<file path="src/rtl/sa_pkg.sv">
// shared definitions for the self-attention engine
// matrix size, phase lengths, width typedefs, phase enum

package sa_pkg;

	// ==================================================
	// sizes
	// ==================================================
	// lanes, rows and columns of every matrix
	localparam int dim = 8;
	// one input burst (X, Wq, Wk, Wv)
	localparam int load_len = 192;
	// every compute phase runs one step per matrix element
	localparam int phase_len = 64;

	// ==================================================
	// widths
	// ==================================================
	// step index inside a phase
	typedef logic [5:0] step_t;
	// token and weight elements
	typedef logic signed [7:0] data_t;
	// Q, K, V elements (8 products of 8x8 bits)
	typedef logic signed [18:0] proj_t;
	// raw and scaled scores (8 products of 19x19 bits)
	typedef logic signed [40:0] score_t;
	// result elements
	typedef logic signed [63:0] out_t;
	// number of token rows T
	typedef logic [3:0] rows_t;

	// phase order follows the enum order
	typedef enum logic [2:0] {
		ph_idle, ph_load, ph_q, ph_k, ph_v, ph_score, ph_out
	} sa_phase_e;

endpackage

</file>
<file path="src/rtl/sa_input_buf.sv">
// token and weight storage
// per-step operand select for the projection lanes

`timescale 1ns/1ns

module sa_input_buf import sa_pkg::*; (
	input  logic      clk,
	input  logic      rst_n,
	input  sa_phase_e phase,
	input  step_t     step,
	input  data_t     in_data,
	input  data_t     w_q,
	input  data_t     w_k,
	input  data_t     w_v,
	output data_t     x_col [dim],
	output data_t     w_elem
);

	// load progress in blocks of 64 cycles
	logic [1:0] blk;
	logic       load_en;
	logic [1:0] rd_sel;
	data_t      w_in;
	data_t      x_mem [dim][dim];
	// Wq, Wk, Wv stacked, all row-major
	data_t      w_mem [3][dim][dim];

	// idle covers load cycle 0 (step stays 0 there)
	assign load_en = (phase == ph_idle) || (phase == ph_load);

	always_ff @(posedge clk or negedge rst_n) begin
		if (!rst_n) begin
			blk <= '0;
		end else if (phase != ph_load) begin
			blk <= '0;
		end else if (step == step_t'(phase_len - 1)) begin
			blk <= blk + 2'd1;
		end
	end

	always_comb begin
		case (blk)
			2'd0:    w_in = w_q;
			2'd1:    w_in = w_k;
			default: w_in = w_v;
		endcase
	end

	// X rows past T hold leftover data and the output unit drops their terms
	always_ff @(posedge clk) begin
		if (load_en && blk == 2'd0)
			x_mem[step[5:3]][step[2:0]] <= in_data;
		if (load_en)
			w_mem[blk][step[5:3]][step[2:0]] <= w_in;
	end

	// weight matrix of the running projection
	always_comb begin
		case (phase)
			ph_k:    rd_sel = 2'd1;
			ph_v:    rd_sel = 2'd2;
			default: rd_sel = 2'd0;
		endcase
	end

	// column k of X, element W[k][j] with k = step mod 8, j = step / 8
	always_comb begin
		for (int i = 0; i < dim; i++) begin
			x_col[i] = x_mem[i][step[2:0]];
		end
		w_elem = w_mem[rd_sel][step[2:0]][step[5:3]];
	end

endmodule

</file>
<file path="config.mk">
export PLATFORM = sky130hd
export DESIGN_NAME = sa_input_buf
export DESIGN_NICKNAME = d
export VERILOG_FILES = /design/src/rtl/sa_pkg.sv /design/src/rtl/sa_input_buf.sv
export SDC_FILE = /design/constraint.sdc
export NUM_CORES = 2
export LEC_CHECK = 0
export ABC_AREA = 1
export BUFFER_PORTS_ARGS = -buffer_cell sky130_fd_sc_hd__buf_2
export CORE_MARGIN = 2
export CORE_UTILIZATION = 30
export CTS_CLUSTER_SIZE = 14
export DETAILED_ROUTE_END_ITERATION = 8
export SETUP_SLACK_MARGIN = 0.05
export SLEW_MARGIN = 20
export SYNTH_ARGS = -nofsm -noshare
export SYNTH_HDL_FRONTEND = slang
export SYNTH_SLANG_ARGS = --single-unit
</file>
<file path="constraint.sdc">
create_clock -name clk -period 4.7 [get_ports clk]
set_input_delay 0.705 -clock clk [delete_from_list [all_inputs] [get_ports clk]]
set_output_delay 0.705 -clock clk [all_outputs]
set_load 0.03 [all_outputs]
</file>
==> metrics.cfg <==
[run]
maxCapViolCount = 0

[floorplanning]
start_util = 0.302
coreArea_mm2 = 0.266
num_rows = 189
die_width_um = 521
ioPinCount = 115
die-area_mm2 = 0.272
die_h_um = 521

[placement]
io_buffers = 114
place_congestion = 0.874
place_area_mm2 = 0.0873
dp_hpwl_um = 142000

[cts]
max-clock-path-buffers = 3
root_buffer = clkbuf_16
cts_max_level = 4
cts_buffers = 206
cts.sinks = 2050
clk_pin_slew_worst_paths_ps = 60
clk_latency_ps = 850
cts_tree = built
ctsResizeCount = 0

[power]
power_density_mw_per_mm2 = 406
p_clk_frac = 0.416
p_sw_frac = 0.228
combPwrFrac = 0.055
seqPwrFrac = 0.529
total_leakage_power_nw = 31.8
netSwitchingPower_mw = 8.70
power.internal_mw = 29.4
ir_worst_vdd_uv = 432

[cells_and_area]
regArea_mm2 = 0.0615
syn_to_final_growth_pct = 16.9
layout.nets = 6640
multi_input_area_mm2 = 0.0166
final_area_mm2 = 0.0938
n_fill_cell = 25400
final_common_cell = edfxtp_1
layout_common_cells = edfxtp_1 (2,048), nand2_1 (1,147), nor2_1 (1,083), o21ai_0 (505), buf_4 (320)
drive_gt1_frac = 0.120

[synthesis]
post_synth_num_cell_types = 31
synth.top_cell.area_share = 0.767
synth_xor_area_frac = 0
syn_area_mm2 = 0.0802
synth_compound_gate_area_share = 0.0577
synth-edff-count = 2048
ys_ff_latch = 2050
synth_fa_ha_area_frac = 0.000468
seq_area_frac_synth = 0.767
synthesis.nets = 6309
synthArstFlopShare = 0.000976
yosysWarnings = 0
yosys.area.top_type = edfxtp_1
synth_simple_gate_area_share = 0.146
synthCells = 6263
synth_ff_type = edfxtp_1
synth_area_leaders = edfxtp_1 (77%), nand2_1 (5.4%), nor2_1 (5.1%)
synth_top_family_by_area = simple AND/OR/NAND/NOR gates
synth.avg_cell_area_um2 = 12.8
synthMuxAreaShare = 0.000125

[setup_path]
worstPathMaxFanout = 54
critPathBufInv = 6
crit_path_end_kind = output pin
crit_required_ps = 3990
cpMostUsedCell = nand2_1
slowest_delay_ps = 570
crit_path_start_kind = input pin
crit_family = simple AND/OR/NAND/NOR gates
cpMaxStageDelayCell = nor2_1
worst-setup-path-type = input pin to output pin
crit_arrival_ps = 3850
crit_chain = buf_2 -> nand2_1 -> nor2_4 -> buf_12 -> buf_12 -> o21ai_0 -> nand3_1 -> nand2_1 -> o21ai_1 -> nand2_1 -> nor2_1 -> nand3_1 -> nand2_1 -> buf_4 -> inv_1 -> buf_2

[worst_hold_path]
holdCritPathClass = input pin to flip-flop

[sta]
setup-tns-final_ps = 0
tightest_slew_ps = 1080
rsz0062_at_grt = false
fmax_ghz = 0.219
setup_viol = 0
clock_skew_ps = 58.6
hold_violations = 0
final.min_clock_period_ps = 4560
fin_crit_sh = 0.970
slew_headroom = 0.281
maxSlewViolCount = 0

[global_routing]
track_usage = 0.166
grt_pass1_wl_um = 339000
grt_max_degree = 108
grt_overflow = 0
antenna_found_initial = 6
grt_pass1_vias = 49600

[routing]
wl_per_cell_um = 22.6
drt_iter0_drc = 6570
wirelength_um = 232000
via_count = 51800
routed_via_density = 5.03
remaining_drc_errors = 0
final_antenna_net_count = 0
firstDrtPassIters = 6

[run_status]
status = finished clean

-- routing by layer --
metal  global-route usage  vias up  routed length, µm
met5                    0        -                  0
met4               0.0600        0               8460
met3               0.0300      395              20500
met2                0.263     2498             108000
met1                0.229    25800              95800
li1                     -    23100                  -
-- synthesized netlist by cell type (all sizes together), types with 3 or more instances --
cell	instances
clkbuf	178
ha	3
a21oi	17
nand3	313
o21a	4
buf	186
a221oi	63
edfxtp	2048
nand2	1156
nand4	163
a22oi	85
o211ai	5
nor2	1098
a22o	41
o21ai	582
nor3	120
inv	189
clkinv	3
-- power groups by stage --
stage / Clock [mW] / Combinational, mW / Sequential [mW]
4_1_cts: 16.0 / 2.09 / 20.1
3_5_place_dp: 0 / 2.08 / 20.5
6_report: 15.8 / 2.10 / 20.1
3_3_place_gp: 0 / 2.07 / 20.5
2_1_floorplan: 0 / 1.05 / 20.6
5_1_grt: 16.7 / 2.23 / 20.1
-- cells by family after synthesis --
kind of cell | Yosys count
DFF | 2050
buffers and inverters | 556
muxes | 1
adders and majority gates | 3
AOI/OAI and AO/OA | 799
and+or+nand+nor | 2854
-- through the flow --
| stage | cells | utilization | total power [mW] | setup slack, ps | hold slack, ps |
|---|---|---|---|---|---|
| 2_1_floorplan | 6263 | - | 21.6 | 559 | 409 |
| 3_3_place_gp | 9917 | 0.329 | 22.6 | 237 | 582 |
| 3_5_place_dp | 9917 | 0.329 | 22.6 | 216 | 607 |
| 4_1_cts | 10300 | 0.353 | 38.3 | 195 | 3.54 |
| 5_1_grt | 10300 | 0.353 | 39.1 | 72.9 | 37.0 |
| 6_report | 10300 | 0.353 | 38.1 | 141 | 68.8 |
-- registers in the layout, summed over array words and instances, names as in the netlist --
register	flops
x_mem	512
blk	2
w_mem	1536
-- final timing paths --
check / startpoint / depth (start not counted) / end / slack (ps)
max in group asynchronous: rst_n / 2 / blk[1]$_DFFE_PN0P_ / 4220
min: in_data[5] / 1 / x_mem[7][53]$_DFFE_PP_ / 70
max reg2reg: blk[0]$_DFFE_PN0P_ / 7 / w_mem[0][135]$_DFFE_PP_ / 1290
min reg2reg: blk[0]$_DFFE_PN0P_ / 3 / blk[0]$_DFFE_PN0P_ / 640
max: phase[0] / 16 / w_elem[3] / 140
min in group asynchronous: rst_n / 2 / blk[0]$_DFFE_PN0P_ / 260
-- final cells by class --
class	count	share of cell area
well taps	3533	0.0471
inverters	192	0.00778
diodes	3	0.0000800
multi-input cells	3657	0.177
flip-flops and latches	2050	0.656
clock inverters	112	0.0114
repair buffers	487	0.0434
clock buffers	266	0.0573
-- timing repair --
item                      in CTS  in global routing
hold buffers                   2                  0
hold endpoints to repair       5                  0
buffers inserted               0                  0
(Power assumes the default switching activity.)
