===== src/rtl/sa_pkg.sv =====
// shared definitions for the self-attention engine
// matrix size, phase lengths, width typedefs, phase enum

package sa_pkg;

	// ==================================================
	// sizes
	// ==================================================
	// lanes, rows and columns of every matrix
	localparam int dim = 8;
	// one input burst (X, Wq, Wk, Wv)
	localparam int load_len = 192;
	// every compute phase runs one step per matrix element
	localparam int phase_len = 64;

	// ==================================================
	// widths
	// ==================================================
	// step index inside a phase
	typedef logic [5:0] step_t;
	// token and weight elements
	typedef logic signed [7:0] data_t;
	// Q, K, V elements (8 products of 8x8 bits)
	typedef logic signed [18:0] proj_t;
	// raw and scaled scores (8 products of 19x19 bits)
	typedef logic signed [40:0] score_t;
	// result elements
	typedef logic signed [63:0] out_t;
	// number of token rows T
	typedef logic [3:0] rows_t;

	// phase order follows the enum order
	typedef enum logic [2:0] {
		ph_idle, ph_load, ph_q, ph_k, ph_v, ph_score, ph_out
	} sa_phase_e;

endpackage


===== src/rtl/sa_ctrl.sv =====
// phase FSM with step counter and latched row count

`timescale 1ns/1ns

module sa_ctrl import sa_pkg::*; (
	input  logic      clk,
	input  logic      rst_n,
	input  logic      in_valid,
	input  rows_t     t,
	output sa_phase_e phase,
	output step_t     step,
	output rows_t     rows
);

	logic [7:0] cnt;
	logic [7:0] end_cnt;
	logic       start;
	sa_phase_e  next_phase;

	// only T = 1, 4 or 8 starts a burst
	assign start = in_valid && (t inside {rows_t'(1), rows_t'(4), rows_t'(8)});
	assign step = cnt[5:0];

	// last count of the current phase
	always_comb begin
		case (phase)
			ph_load: end_cnt = 8'(load_len - 1);
			ph_out:  end_cnt = {1'b0, rows, 3'b000} - 8'd1;
			default: end_cnt = 8'(phase_len - 1);
		endcase
	end

	always_comb begin
		case (phase)
			ph_load:  next_phase = ph_q;
			ph_q:     next_phase = ph_k;
			ph_k:     next_phase = ph_v;
			ph_v:     next_phase = ph_score;
			ph_score: next_phase = ph_out;
			default:  next_phase = ph_idle;
		endcase
	end

	// the start cycle is load cycle 0, so ph_load itself counts from 1
	always_ff @(posedge clk or negedge rst_n) begin
		if (!rst_n) begin
			phase <= ph_idle;
			cnt <= '0;
			rows <= '0;
		end else if (phase == ph_idle) begin
			if (start) begin
				phase <= ph_load;
				cnt <= 8'd1;
				rows <= t;
			end
		end else if (cnt == end_cnt) begin
			phase <= next_phase;
			cnt <= '0;
		end else begin
			cnt <= cnt + 8'd1;
		end
	end

	// the engine never wakes up on its own
	assert property (@(posedge clk) disable iff (!rst_n)
		(phase == ph_idle && !in_valid) |=> (phase == ph_idle));

endmodule


===== config.mk =====
export PLATFORM = sky130hd
export DESIGN_NAME = sa_ctrl
export DESIGN_NICKNAME = d
export VERILOG_FILES = /design/src/rtl/sa_pkg.sv /design/src/rtl/sa_ctrl.sv
export SDC_FILE = /design/constraint.sdc
export NUM_CORES = 1
export LEC_CHECK = 0
export ABC_AREA = 1
export BUFFER_PORTS_ARGS = -buffer_cell sky130_fd_sc_hd__buf_2
export CORE_MARGIN = 2
export CORE_UTILIZATION = 54
export CTS_CLUSTER_SIZE = 16
export DETAILED_ROUTE_END_ITERATION = 8
export PLACE_DENSITY = 0.74
export SLEW_MARGIN = 20
export SYNTH_ARGS = -nofsm -noshare
export SYNTH_HDL_FRONTEND = slang
export SYNTH_SLANG_ARGS = --single-unit

===== constraint.sdc =====
create_clock -name clk -period 1.9 [get_ports clk]
set_input_delay 0.285 -clock clk [delete_from_list [all_inputs] [get_ports clk]]
set_output_delay 0.285 -clock clk [all_outputs]
set_load 0.02 [all_outputs]

==> metrics, run 1 <==
Vias=1004; CTS HTree Levels=1; RSZ-0062 raised after global routing=no; vias per inst=roughly 5; Synth area leaders=dfrtp_1 (35%), nand2_1 (14%), inv_1 (7.3%), o21ai_0 (5.6%), nand3_1 (5.1%); post-synth net total=between 150 and 200; register area share after synthesis=0.3488; worst-margin pin slew=0.5378 ns; nets@finish=182; max-cap violation count=0; critical path type=flop to flop; Post-synth EDFFs=0; Synth top cells by count=nand2_1 (40), inv_1 (21), dfrtp_1 (15), nor2_1 (12), o21ai_0 (12); final setup vio count=0; DP HPWL=around 1800 um; CP Data Arrival Time=~1.9 ns; iteration count of the initial detailed-routing pass=4; TritonCTS clock tree=done; cell accounting for the most synthesized area=dfrtp_1; Post-CTS Resized=0; Final Cell Area=between 1000 and 1500 um^2; multi-input logic area=around 570 um^2; final hold viol count=0; Antenna diodes=0; area delta synth->final=11.86%; flops & latches, synth=15; global-route wire length before repair=approximately 4100 um; worst vdd ir=between 300 and 400 uV; routed len/inst=between 10 and 15 um; overall power=approximately 0.54 mW; Hold Path Stages=3; die width=around 49 um; Top FF cell, synth=dfrtp_1; total wire length=2276 um; largest net degree at the start of global routing=16; clock-pin slew on the worst setup and hold paths=0.09 ns; initial antenna violation count=0; # port buffers=19; total core area=around 1900 um^2; site row count=16; count leader, synth=nand2_1; root buffer cell=clkbuf_4; Initial Util=0.5599; GRT overflow=0; Post-Synthesis Cells=152; Layout Skew=0.004255 ns; gp weighted congestion=about 0.84; Hold Crit Class=input pin to flop; Setup crit end kind=flop; CP required=2.08 ns; max_slew headroom=0.6401; cts bufs inserted=3; layout cells sized above 1=0.2047; Yosys top cell area share=0.3488; FF/Latch Area=375.4 um^2; DRC=0; Yosys cell types=25; DIE HEIGHT=roughly 49 um; 1st-iter DRT viols=21; run status=finished clean; area of the mapped netlist=1076 um^2; clock sink count=15; syn_area_per_cell=7.079 um^2; clock latency on the worst-skew pair=between 0.2 and 0.3 ns; final worst path period share=0.8976; Placed Instance Area=approximately 1200 um^2; Max Clk Rate=0.5864 GHz; clock buffer depth=2; number of global-route vias before repair=between 900 and 1000; Startpoint Class=flop; final worst slack=slightly below 0.2 ns; TNS Setup=0 ns; reg2reg path depth=10; worst-path maximum fanout=6; Fillers=approximately 170; Max Slew Vio Count=0; post-route minimum period=1.705 ns; Die Area=around 2400 um^2; ys async rst share=1.000; dpl ws=between 0.1 and 0.15 ns; YS warnings=0; DRT antenna net count=0; Cell Pwr Density=~450 nW/um^2; I/O pin count=20; P_leak=between 0.5 and 0.6 nW; GRT Overall Usage=0.2161
[logic make-up (layout without fill, tap and decap cells)]
family	Yosys count	in the layout	share of synthesized area
AO/OA/AOI/OAI	21	21	0.1093
adder cells (fa/ha/maj)	3	3	0.03489
buffers and inverters	29	48	0.1221
flip-flops	15	15	0.3488
AND/OR/NAND/NOR	84	84	0.3849
[cell type report]
type | instances | share of cell area
Sequential cell | 15 | 0.3119
Multi-Input combinational cell | 108 | 0.4730
Clock buffer | 4 | 0.02183
Tap cell | 27 | 0.02807
Timing Repair Buffer | 21 | 0.09356
Inverter | 23 | 0.07173
[path summary, 6_finish.rpt]
path	startpoint	to	slack, ns
worst max-delay path	rows[0]$_DFFE_PN0P_	phase[0]$_DFFE_PN0P_	0.19
worst min-delay path	t[0]	rows[0]$_DFFE_PN0P_	0.25
worst max register to register	rows[0]$_DFFE_PN0P_	phase[0]$_DFFE_PN0P_	0.19
worst min register to register	rows[1]$_DFFE_PN0P_	rows[1]$_DFFE_PN0P_	0.54
max in group asynchronous	rst_n	cnt[6]$_DFFE_PN0P_	1.19
min in group asynchronous	rst_n	phase[0]$_DFFE_PN0P_	0.45
[placed cells by master, fill, tap and decap left out]
cell | Yosys | layout
nand2_1 | 40 | 40
inv_1 | 21 | 21
o31ai_1 | 1 | 1
a21oi_2 | 1 | 1
nor3_1 | 6 | 6
nand3_4 | 1 | 1
buf_4 | 6 | 1
a211oi_1 | 1 | 1
inv_2 | 1 | 1
nand3_1 | 11 | 11
ha_1 | 3 | 3
nand4_1 | 3 | 3
buf_2 | 0 | 19
nor2_4 | 2 | 2
or3_1 | 1 | 1
dfrtp_1 | 15 | 15
a21oi_1 | 3 | 3
a22o_1 | 1 | 1
o21ai_0 | 12 | 12
clkinv_1 | 1 | 1
nand3_2 | 1 | 1
nor2_1 | 12 | 12
nand2_2 | 5 | 5
dlygate4sd3_1 | 0 | 1
nor4_1 | 1 | 1
o21ai_1 | 2 | 2
nand4_4 | 1 | 1
clkbuf_1 | 0 | 1
clkbuf_4 | 0 | 3
[where the power goes]
group          internal, mW  switching (mW)
clock                0.0814          0.0995
sequential            0.323         0.00342
combinational        0.0137          0.0234
[worst max-delay path, cell delays in order (launching register included)]
cell and delay [ns]:
dfrtp_1 0.40, inv_1 0.11, ha_1 0.24, nand4_1 0.11
nor2_1 0.05, nor2_1 0.14, nand2_2 0.08, nor2_4 0.14
nand3_4 0.12, a21oi_2 0.14, nand2_1 0.06
[routing by layer]
| metal | GRT usage | share of wire | vias up |
|---|---|---|---|
| met5 | 0 | 0 | - |
| met3 | 0.02778 | 0.042 | 2 |
| li1 | - | - | 528 |
| met2 | 0.3699 | 0.49 | 25 |
| met4 | 0.08571 | 0.0044 | 0 |
| met1 | 0.2758 | 0.47 | 449 |
[sequential cells by signal (all words and copies together), names as in the netlist]
| signal | cells |
|---|---|
| rows | 4 |
| cnt | 8 |
| phase | 3 |
[repair_timing]
action	in CTS	in global routing
setup endpoints to repair	0	1
setup buffers	0	1
endpoints found under the hold margin	15	0
hold buffers	1	0
[stage by stage]
| step | cells | hold slack, ns | utilization |
|---|---|---|---|
| 2_1_floorplan | 152 | -0.01059 | - |
| 3_3_place_gp | 192 | 0.2132 | 0.6035 |
| 3_5_place_dp | 192 | 0.2073 | 0.6035 |
| 4_1_cts | 197 | 0.2487 | 0.6224 |
| 5_1_grt | 198 | 0.2491 | 0.6263 |
| 6_report | 198 | 0.2519 | 0.6263 |
Power figures use the tool's default switching activity.
==> inputs of run 2 (changes only) <==
--- a/config.mk
+++ b/config.mk
@@ -5,7 +5,6 @@
 export SDC_FILE = /design/constraint.sdc
 export NUM_CORES = 1
 export LEC_CHECK = 0
-export ABC_AREA = 1
 export BUFFER_PORTS_ARGS = -buffer_cell sky130_fd_sc_hd__buf_2
 export CORE_MARGIN = 2
 export CORE_UTILIZATION = 54
==> run 2 against run 1 <==
  * The flow now finishes with violations (negative setup slack)
  * Global-route usage rose by 0.083 points
  * Non-clock buffer count rose by 19
  * Setup slack got worse by 0.39 ns
  * Total power fell by 2.7%
  * Final area rose by 11%
  * Critical path type unchanged
==> metrics, run 2 <==
CP required=2.13 ns (was 2.08 ns); flop-to-flop setup slack=-0.19 ns (was 0.19 ns); # port buffers=19 (unchanged); clock buffer depth=2 (unchanged); post-route minimum period=2.092 ns (was 1.705 ns); Synth top cells by count=dfrtp_1 (15), nand2_1 (12), nor2_1 (11), o21ai_0 (10), inv_1 (7) (was nand2_1 (40), inv_1 (21), dfrtp_1 (15), nor2_1 (12), o21ai_0 (12)); Startpoint Class=flop (unchanged); register area share after synthesis=0.3529 (was 0.3488); DR WL met2=1158 um (was 1107 um); total core area=1902 um^2 (was 1922 um^2); RSZ-0062 raised after global routing=yes (was no); DR WL met3=72 um (was 96 um); CTS HTree Levels=1 (unchanged); Initial Util=0.5592 (was 0.5599); cts bufs inserted=3 (unchanged); Clock power frac=0.354 (was 0.333); flops & latches, synth=15 (unchanged); commonest non-fill, non-tap cells in the layout=buf_2 (19), buf_4 (19), dfrtp_1 (12) (was nand2_1 (40), inv_1 (21), buf_2 (19)); DRC=0 (unchanged); vias per inst=5.453 (was 5.071); Setup crit end kind=flop (unchanged); 1st-iter DRT viols=24 (was 21); Hold EP=rows[2]$_DFFE_PN0P_ (was rows[0]$_DFFE_PN0P_); P_leak=0.6345 nW (was 0.5919 nW); worst-path maximum fanout=4 (was 6); Vias=987 (was 1004); max-cap violation count=0 (unchanged); count leader, synth=dfrtp_1 (was nand2_1); Post-Synthesis Cells=120 (was 152); layout cells sized above 1=0.3896 (was 0.2047); worst vdd ir=387.0 uV (was 352.5 uV); nets@finish=165 (was 182); Antenna diodes=0 (unchanged); sequential power share=0.603 (was 0.599); Hold Crit Class=input pin to flop (unchanged); TritonCTS clock tree=done (unchanged); global-route wire length before repair=4050 um (was 4098 um); I/O pin count=20 (unchanged); Fillers=154 (was 174); max_slew headroom=0.7590 (was 0.6401); largest net degree at the start of global routing=16 (unchanged); sw frac=0.2308 (was 0.2322); clock-pin slew on the worst setup and hold paths=0.10 ns (was 0.09 ns); CP Data Arrival Time=2.32 ns (was 1.88 ns); initial antenna violation count=0 (unchanged); Die Area=2341 um^2 (was 2366 um^2); slowest stage delay, CP=0.40 ns (about the same); Setup crit start=rows[0]$_DFFE_PN0P_ (unchanged); critical path type=flop to flop (unchanged); Top FF cell, synth=dfrtp_1 (unchanged); DRT antenna net count=0 (unchanged); Metal-1 WL=1152 um (was 1061 um); dpl ws=-0.2237 ns (was 0.1315 ns); slowest cell on the critical path=dfrtp_2 (was dfrtp_1); Yosys top cell area share=0.3529 (was 0.3488); final hold viol count=0 (unchanged); die width=48.38 um (was 48.64 um); overall power=0.5292 mW (was 0.5441 mW); end of the worst register-to-register path=phase[1]$_DFFE_PN0P_ (was phase[0]$_DFFE_PN0P_); max FFs per register=8 (unchanged); Hold Path Stages=2 (was 3); clock latency on the worst-skew pair=0.29 ns (was 0.28 ns); number of global-route vias before repair=926 (was 982); final setup vio count=9 (was 0); Hold Crit Start=t[2] (was t[0]); worst-margin pin slew=0.3607 ns (was 0.5378 ns); Reg with most FFs=cnt (unchanged); Max Slew Vio Count=0 (unchanged); area of the mapped netlist=1064 um^2 (was 1076 um^2); Layout Skew=0.005738 ns (was 0.004255 ns); Largest regs=cnt: 8 flops, rows: 4 flops, phase: 3 flops (unchanged); iteration count of the initial detailed-routing pass=4 (unchanged); post-synth net total=130 (was 162); YS warnings=0 (unchanged); total wire length=2401 um (was 2276 um); final worst slack=-0.1921 ns (was 0.1946 ns); DP HPWL=1822 um (was 1756 um); failing checks=negative setup slack; Reg-to-Reg Start=rows[0]$_DFFE_PN0P_ (unchanged); Post-synth EDFFs=0 (unchanged); root buffer cell=clkbuf_4 (unchanged); P_sw=0.1222 mW (was 0.1263 mW); Comb power frac=0.044 (was 0.068); CP cell instances=inv_2 > ha_4 > xor2_1 > or3_1 > a221oi_2 > nand3_2 > buf_6 > nor4b_2 > nand3b_1 (was inv_1 > ha_1 > nand4_1 > nor2_1 > nor2_1 > nand2_2 > nor2_4 > nand3_4 > a21oi_2 > nand2_1); P_int=0.4070 mW (was 0.4177 mW); run status=finished with violations (was finished clean); clock sink count=15 (unchanged); Yosys cell types=39 (was 25); gp weighted congestion=0.8404 (was 0.8376); GRT overflow=0 (unchanged); DIE HEIGHT=48.38 um (was 48.64 um); routed len/inst=13.27 um (was 11.49 um); cell accounting for the most synthesized area=dfrtp_1 (unchanged); site row count=16 (unchanged); final worst path period share=1.101 (was 0.8976); syn_area_per_cell=8.863 um^2 (was 7.079 um^2); ys async rst share=1.000 (unchanged); GRT Overall Usage=0.2169 (was 0.2161); Cell Pwr Density=396.0 nW/um^2 (was 452.0 nW/um^2); reg2reg path depth=9 (was 10); Synth area leaders=dfrtp_1 (35%), o21ai_0 (4.7%), buf_4 (4.2%), mux2_2 (4.2%), nand2_1 (4.2%) (was dfrtp_1 (35%), nand2_1 (14%), inv_1 (7.3%), o21ai_0 (5.6%), nand3_1 (5.1%)); Max Clk Rate=0.4780 GHz (was 0.5864 GHz); DR top layer=met4 (unchanged); area delta synth->final=25.65% (was 11.86%)
-- run 2: changes by cell type after synthesis, moves of 3 or more --
cell	before	now
nand3_1	11	3
nor3_1	6	2
nand4_1	3	0
nand2_1	40	12
mux2_2	0	4
inv_1	21	7
nand2_2	5	0
a31oi_1	0	3
o22ai_1	0	4
xor2_1	0	3
-- run 2: what timing repair did --
item                                   in CTS  in global routing
gates cloned                                0                  0
pin swaps                                   1                  1
setup endpoints to repair                   9                  9
hold buffers                                1                  0
buffers inserted                            3                  0
endpoints found under the hold margin      15                  0
resized for setup                           3                  3
-- run 2: power groups by stage --
stage,clock (mW),combinational [mW],sequential [mW]
after detailed placement,0,0.0215,0.325
after global routing,0.207,0.0269,0.319
final,0.187,0.0232,0.319
after floorplan,0,0.00501,0.325
after CTS,0.194,0.0232,0.319
after global placement,0,0.0208,0.325
-- run 2: worst max-delay path, delay by kind of cell (launching register included) --
| family | cells | cell delay (ns) |
|---|---|---|
| buffers and inverters | 2 | 0.21 |
| and+or+nand+nor | 4 | 0.82 |
| adders and majority gates | 1 | 0.16 |
| DFF | 1 | 0.40 |
| AOI/OAI and AO/OA | 1 | 0.29 |
| xor gates and xnor gates | 1 | 0.16 |
-- run 2: worst max path at each step --
stage	to	cells after the start	slack (ns)
after floorplan	phase[1]$_DFFE_PN0P_	9	-0.21
after global placement	phase[1]$_DFFE_PN0P_	9	-0.16
after detailed placement	phase[1]$_DFFE_PN0P_	9	-0.22
after CTS	cnt[3]$_DFFE_PN0P_	9	-0.22
after global routing	phase[1]$_DFFE_PN0P_	9	-0.34
final	phase[1]$_DFFE_PN0P_	9	-0.19
-- run 2: layout make-up --
| type | instances | area, um^2 | area share |
|---|---|---|---|
| Clock buffer | 3 | 22.52 | 0.01685 |
| Clock inverter | 1 | 5.005 | 0.003745 |
| Inverter | 7 | 26.28 | 0.01966 |
| Multi-Input combinational cell | 88 | 610.6 | 0.4569 |
| Timing Repair Buffer | 40 | 259.0 | 0.1938 |
| Tap cell | 27 | 33.78 | 0.02528 |
| Sequential cell | 15 | 379.1 | 0.2837 |
-- run 2: cell families (layout without fill, tap and decap cells) --
group / Yosys count / in the layout / share of synthesized area
adders and majority gates: 3 / 3 / 0.03530
muxes: 5 / 5 / 0.05176
AOI/OAI and AO/OA: 30 / 30 / 0.1847
xor gates and xnor gates: 5 / 5 / 0.04118
and+or+nand+nor: 45 / 45 / 0.2376
DFF: 15 / 15 / 0.3529
buffers and inverters: 17 / 51 / 0.09646
-- run 2: stage by stage --
stage | instance area [um^2] | util | instances | hold slack, ns | setup TNS [ns]
after floorplan | 1079 | - | 120 | -0.01059 | -1.282
after global placement | 1259 | 0.6618 | 173 | 0.2077 | -1.328
after detailed placement | 1259 | 0.6618 | 173 | 0.2131 | -1.829
after CTS | 1326 | 0.6974 | 181 | 0.2459 | -1.842
after global routing | 1336 | 0.7026 | 181 | 0.2497 | -2.625
final | 1336 | 0.7026 | 181 | 0.2492 | -1.437
-- run 2: routing by layer --
layer  vias up  global-route usage
met3         3             0.03704
met2        19              0.3681
li1        498                   -
met1       467              0.2929
met5         -                   0
met4         0             0.04762
==> inputs of run 3 (changes only) <==
--- a/config.mk
+++ b/config.mk
@@ -6,11 +6,12 @@
 export NUM_CORES = 1
 export LEC_CHECK = 0
 export BUFFER_PORTS_ARGS = -buffer_cell sky130_fd_sc_hd__buf_2
-export CORE_MARGIN = 2
-export CORE_UTILIZATION = 54
+export CORE_MARGIN = 3
+export CORE_UTILIZATION = 45
+export CTS_BUF_LIST = sky130_fd_sc_hd__clkbuf_4 sky130_fd_sc_hd__clkbuf_8
 export CTS_CLUSTER_SIZE = 16
 export DETAILED_ROUTE_END_ITERATION = 8
-export PLACE_DENSITY = 0.74
+export PLACE_DENSITY = 0.63
 export SLEW_MARGIN = 20
 export SYNTH_ARGS = -nofsm -noshare
 export SYNTH_HDL_FRONTEND = slang
==> run 3 against run 2 <==
  * Sequential share of layout area decreased by 2.2 points
  * Maximum frequency decreased by 1.2%
  * Final area increased by 8.3%
  * Clock-buffer cell count increased by 1
  * The flow still finishes with violations (negative setup slack)
  * Non-clock buffer count unchanged
==> metrics, run 3 (synthesized netlist as in run 2, its figures left out) <==
run status=finished with violations (unchanged); failing checks=negative setup slack (unchanged); Setup crit end kind=flop (unchanged); clock latency on the worst-skew pair=0.29 ns (about the same); iteration count of the initial detailed-routing pass=4 (unchanged); layout cells sized above 1=0.4581 (was 0.3896); initial antenna violation count=0 (unchanged); final worst path period share=1.115 (was 1.101); clock buffer depth=2 (unchanged); end of the worst register-to-register path=cnt[5]$_DFFE_PN0P_ (was phase[1]$_DFFE_PN0P_); total wire length=2761 um (was 2401 um); sequential power share=0.581 (was 0.603); CP Data Arrival Time=2.30 ns (was 2.32 ns); site row count=16 (unchanged); cts bufs inserted=3 (unchanged); Clock power frac=0.374 (was 0.354); flop-to-flop setup slack=-0.22 ns (was -0.19 ns); gp weighted congestion=0.7847 (was 0.8404); Antenna diodes=0 (unchanged); Max Clk Rate=0.4722 GHz (was 0.4780 GHz); clock-pin slew on the worst setup and hold paths=0.09 ns (was 0.10 ns); vias per inst=5.736 (was 5.453); I/O pin count=20 (unchanged); routed len/inst=15.17 um (was 13.27 um); DP HPWL=1935 um (was 1822 um); CP Capture Point=cnt[5]$_DFFE_PN0P_ (was phase[1]$_DFFE_PN0P_); Post-Place Cells=174 (was 173); Non-Filler Instances=182 (was 181); DRT antenna net count=0 (unchanged); Max Slew Vio Count=0 (unchanged); nets@finish=166 (was 165); Comb power frac=0.044 (about the same); global-route wire length before repair=4429 um (was 4050 um); Initial Util=0.5060 (was 0.5592); # port buffers=19 (unchanged); max-cap violation count=0 (unchanged); P_int=0.4255 mW (was 0.4070 mW); final worst slack=-0.2177 ns (was -0.1921 ns); Startpoint Class=flop (unchanged); Reg with most FFs=cnt (unchanged); worst vdd ir=371.7 uV (was 387.0 uV); DRC=0 (unchanged); max FFs per register=8 (unchanged); P_sw=0.1232 mW (was 0.1222 mW); max_slew headroom=0.7429 (was 0.7590); die width=54.62 um (was 48.38 um); Setup crit start=rows[1]$_DFFE_PN0P_ (was rows[0]$_DFFE_PN0P_); commonest non-fill, non-tap cells in the layout=buf_4 (20), buf_2 (19), dfrtp_1 (12) (was buf_2 (19), buf_4 (19), dfrtp_1 (12)); Die Area=2983 um^2 (was 2341 um^2); root buffer cell=clkbuf_4 (unchanged); final hold viol count=0 (unchanged); number of global-route vias before repair=939 (was 926); total core area=2102 um^2 (was 1902 um^2); sw frac=0.2245 (was 0.2308); CP required=2.08 ns (was 2.13 ns); dpl ws=-0.3038 ns (was -0.2237 ns); worst-path maximum fanout=6 (was 4); Finished Core Util=0.6887 (was 0.7026); critical path type=flop to flop (unchanged); 1st-iter DRT viols=22 (was 24); final setup vio count=9 (unchanged); clock sink count=15 (unchanged); Layout Skew=0.002037 ns (was 0.005738 ns); Vias=1044 (was 987); reg2reg path depth=9 (unchanged); CTS HTree Levels=1 (unchanged); Hold Crit Class=input pin to flop (unchanged); largest net degree at the start of global routing=16 (unchanged); Reg-to-Reg Start=rows[1]$_DFFE_PN0P_ (was rows[0]$_DFFE_PN0P_); Largest regs=cnt: 8 flops, rows: 4 flops, phase: 3 flops (unchanged); Hold Crit Start=t[2] (unchanged); worst-margin pin slew=0.3857 ns (was 0.3607 ns); TritonCTS clock tree=done (unchanged); Hold Path Stages=2 (unchanged); most common cell after layout, fill and taps aside=buf_4; GRT overflow=0 (unchanged); DIE HEIGHT=54.62 um (was 48.38 um); area delta synth->final=36.12% (was 25.65%); P_leak=0.6444 nW (was 0.6345 nW); RSZ-0062 raised after global routing=yes (unchanged); GRT Overall Usage=0.2100 (was 0.2169); Min Hold Slack=0.2520 ns (was 0.2492 ns); Cell Pwr Density=379.0 nW/um^2 (was 396.0 nW/um^2); post-route minimum period=2.118 ns (was 2.092 ns)
## run 3: cell types whose count changed in the layout (fill, tap and decap cells not counted), sizes merged
cell	delta
nand3	+1
clkinv	-1
clkbuf	+1
## run 3: worst min path at each step
| stage | end | slack [ns] |
|---|---|---|
| 2_1_floorplan | cnt[0]$_DFFE_PN0P_ | -0.01 |
| 3_3_place_gp | phase[1]$_DFFE_PN0P_ | 0.21 |
| 3_5_place_dp | phase[2]$_DFFE_PN0P_ | 0.22 |
| 4_1_cts | rows[2]$_DFFE_PN0P_ | 0.25 |
| 5_1_grt | rows[0]$_DFFE_PN0P_ | 0.27 |
| 6_report | rows[2]$_DFFE_PN0P_ | 0.25 |
## run 3: area by class of cell
class	instances	area, um^2
clock buffer	4	30.03
inverter	7	26.28
fill	166	654.4
multi-input combinational	89	723.2
timing repair buffer	40	255.2
tap	27	33.78
sequential	15	379.1
## run 3: power by group through the flow
stage / clock network [mW] / registers, mW / logic, mW
2_1_floorplan: 0 / 0.325 / 0.00501
3_3_place_gp: 0 / 0.325 / 0.0209
3_5_place_dp: 0 / 0.325 / 0.0219
4_1_cts: 0.208 / 0.319 / 0.0240
5_1_grt: 0.224 / 0.319 / 0.0278
6_report: 0.205 / 0.319 / 0.0244
## run 3: critical path, cell delays in order (launching register included)
cell and delay, ns:
dfrtp_2 0.38, inv_2 0.05, ha_4 0.15, xor2_1 0.16, or3_4 0.34, a221oi_4 0.33, buf_4 0.19, nand3_4 0.12
a21oi_1 0.20, o22ai_1 0.08
## run 3: per-layer routing
metal	vias to the layer above	GRT usage	routed length [um]
met5	-	0	0
met4	0	0.07469	44
met3	7	0.03270	177
met2	46	0.3130	1339
met1	486	0.3044	1199
li1	505	-	-
## run 3: through the flow
stage               area [um^2]  setup TNS [ns]  power, mW
finish                     1448          -1.636     0.5486
global route               1448          -2.402     0.5712
CTS                        1363          -1.329     0.5510
detailed placement         1266          -2.265     0.3472
global placement           1266          -1.698     0.3462
floorplan                  1079          -1.282     0.3304
## run 3: timing repair
| item | CTS | global route |
|---|---|---|
| hold buffers | 1 | 0 |
| pin swaps | 5 | 6 |
| buffers inserted | 0 | 2 |
| resized for setup | 8 | 13 |
| cloned | 1 | 0 |
| endpoints found under the setup margin | 9 | 9 |
| endpoints found under the hold margin | 15 | 0 |
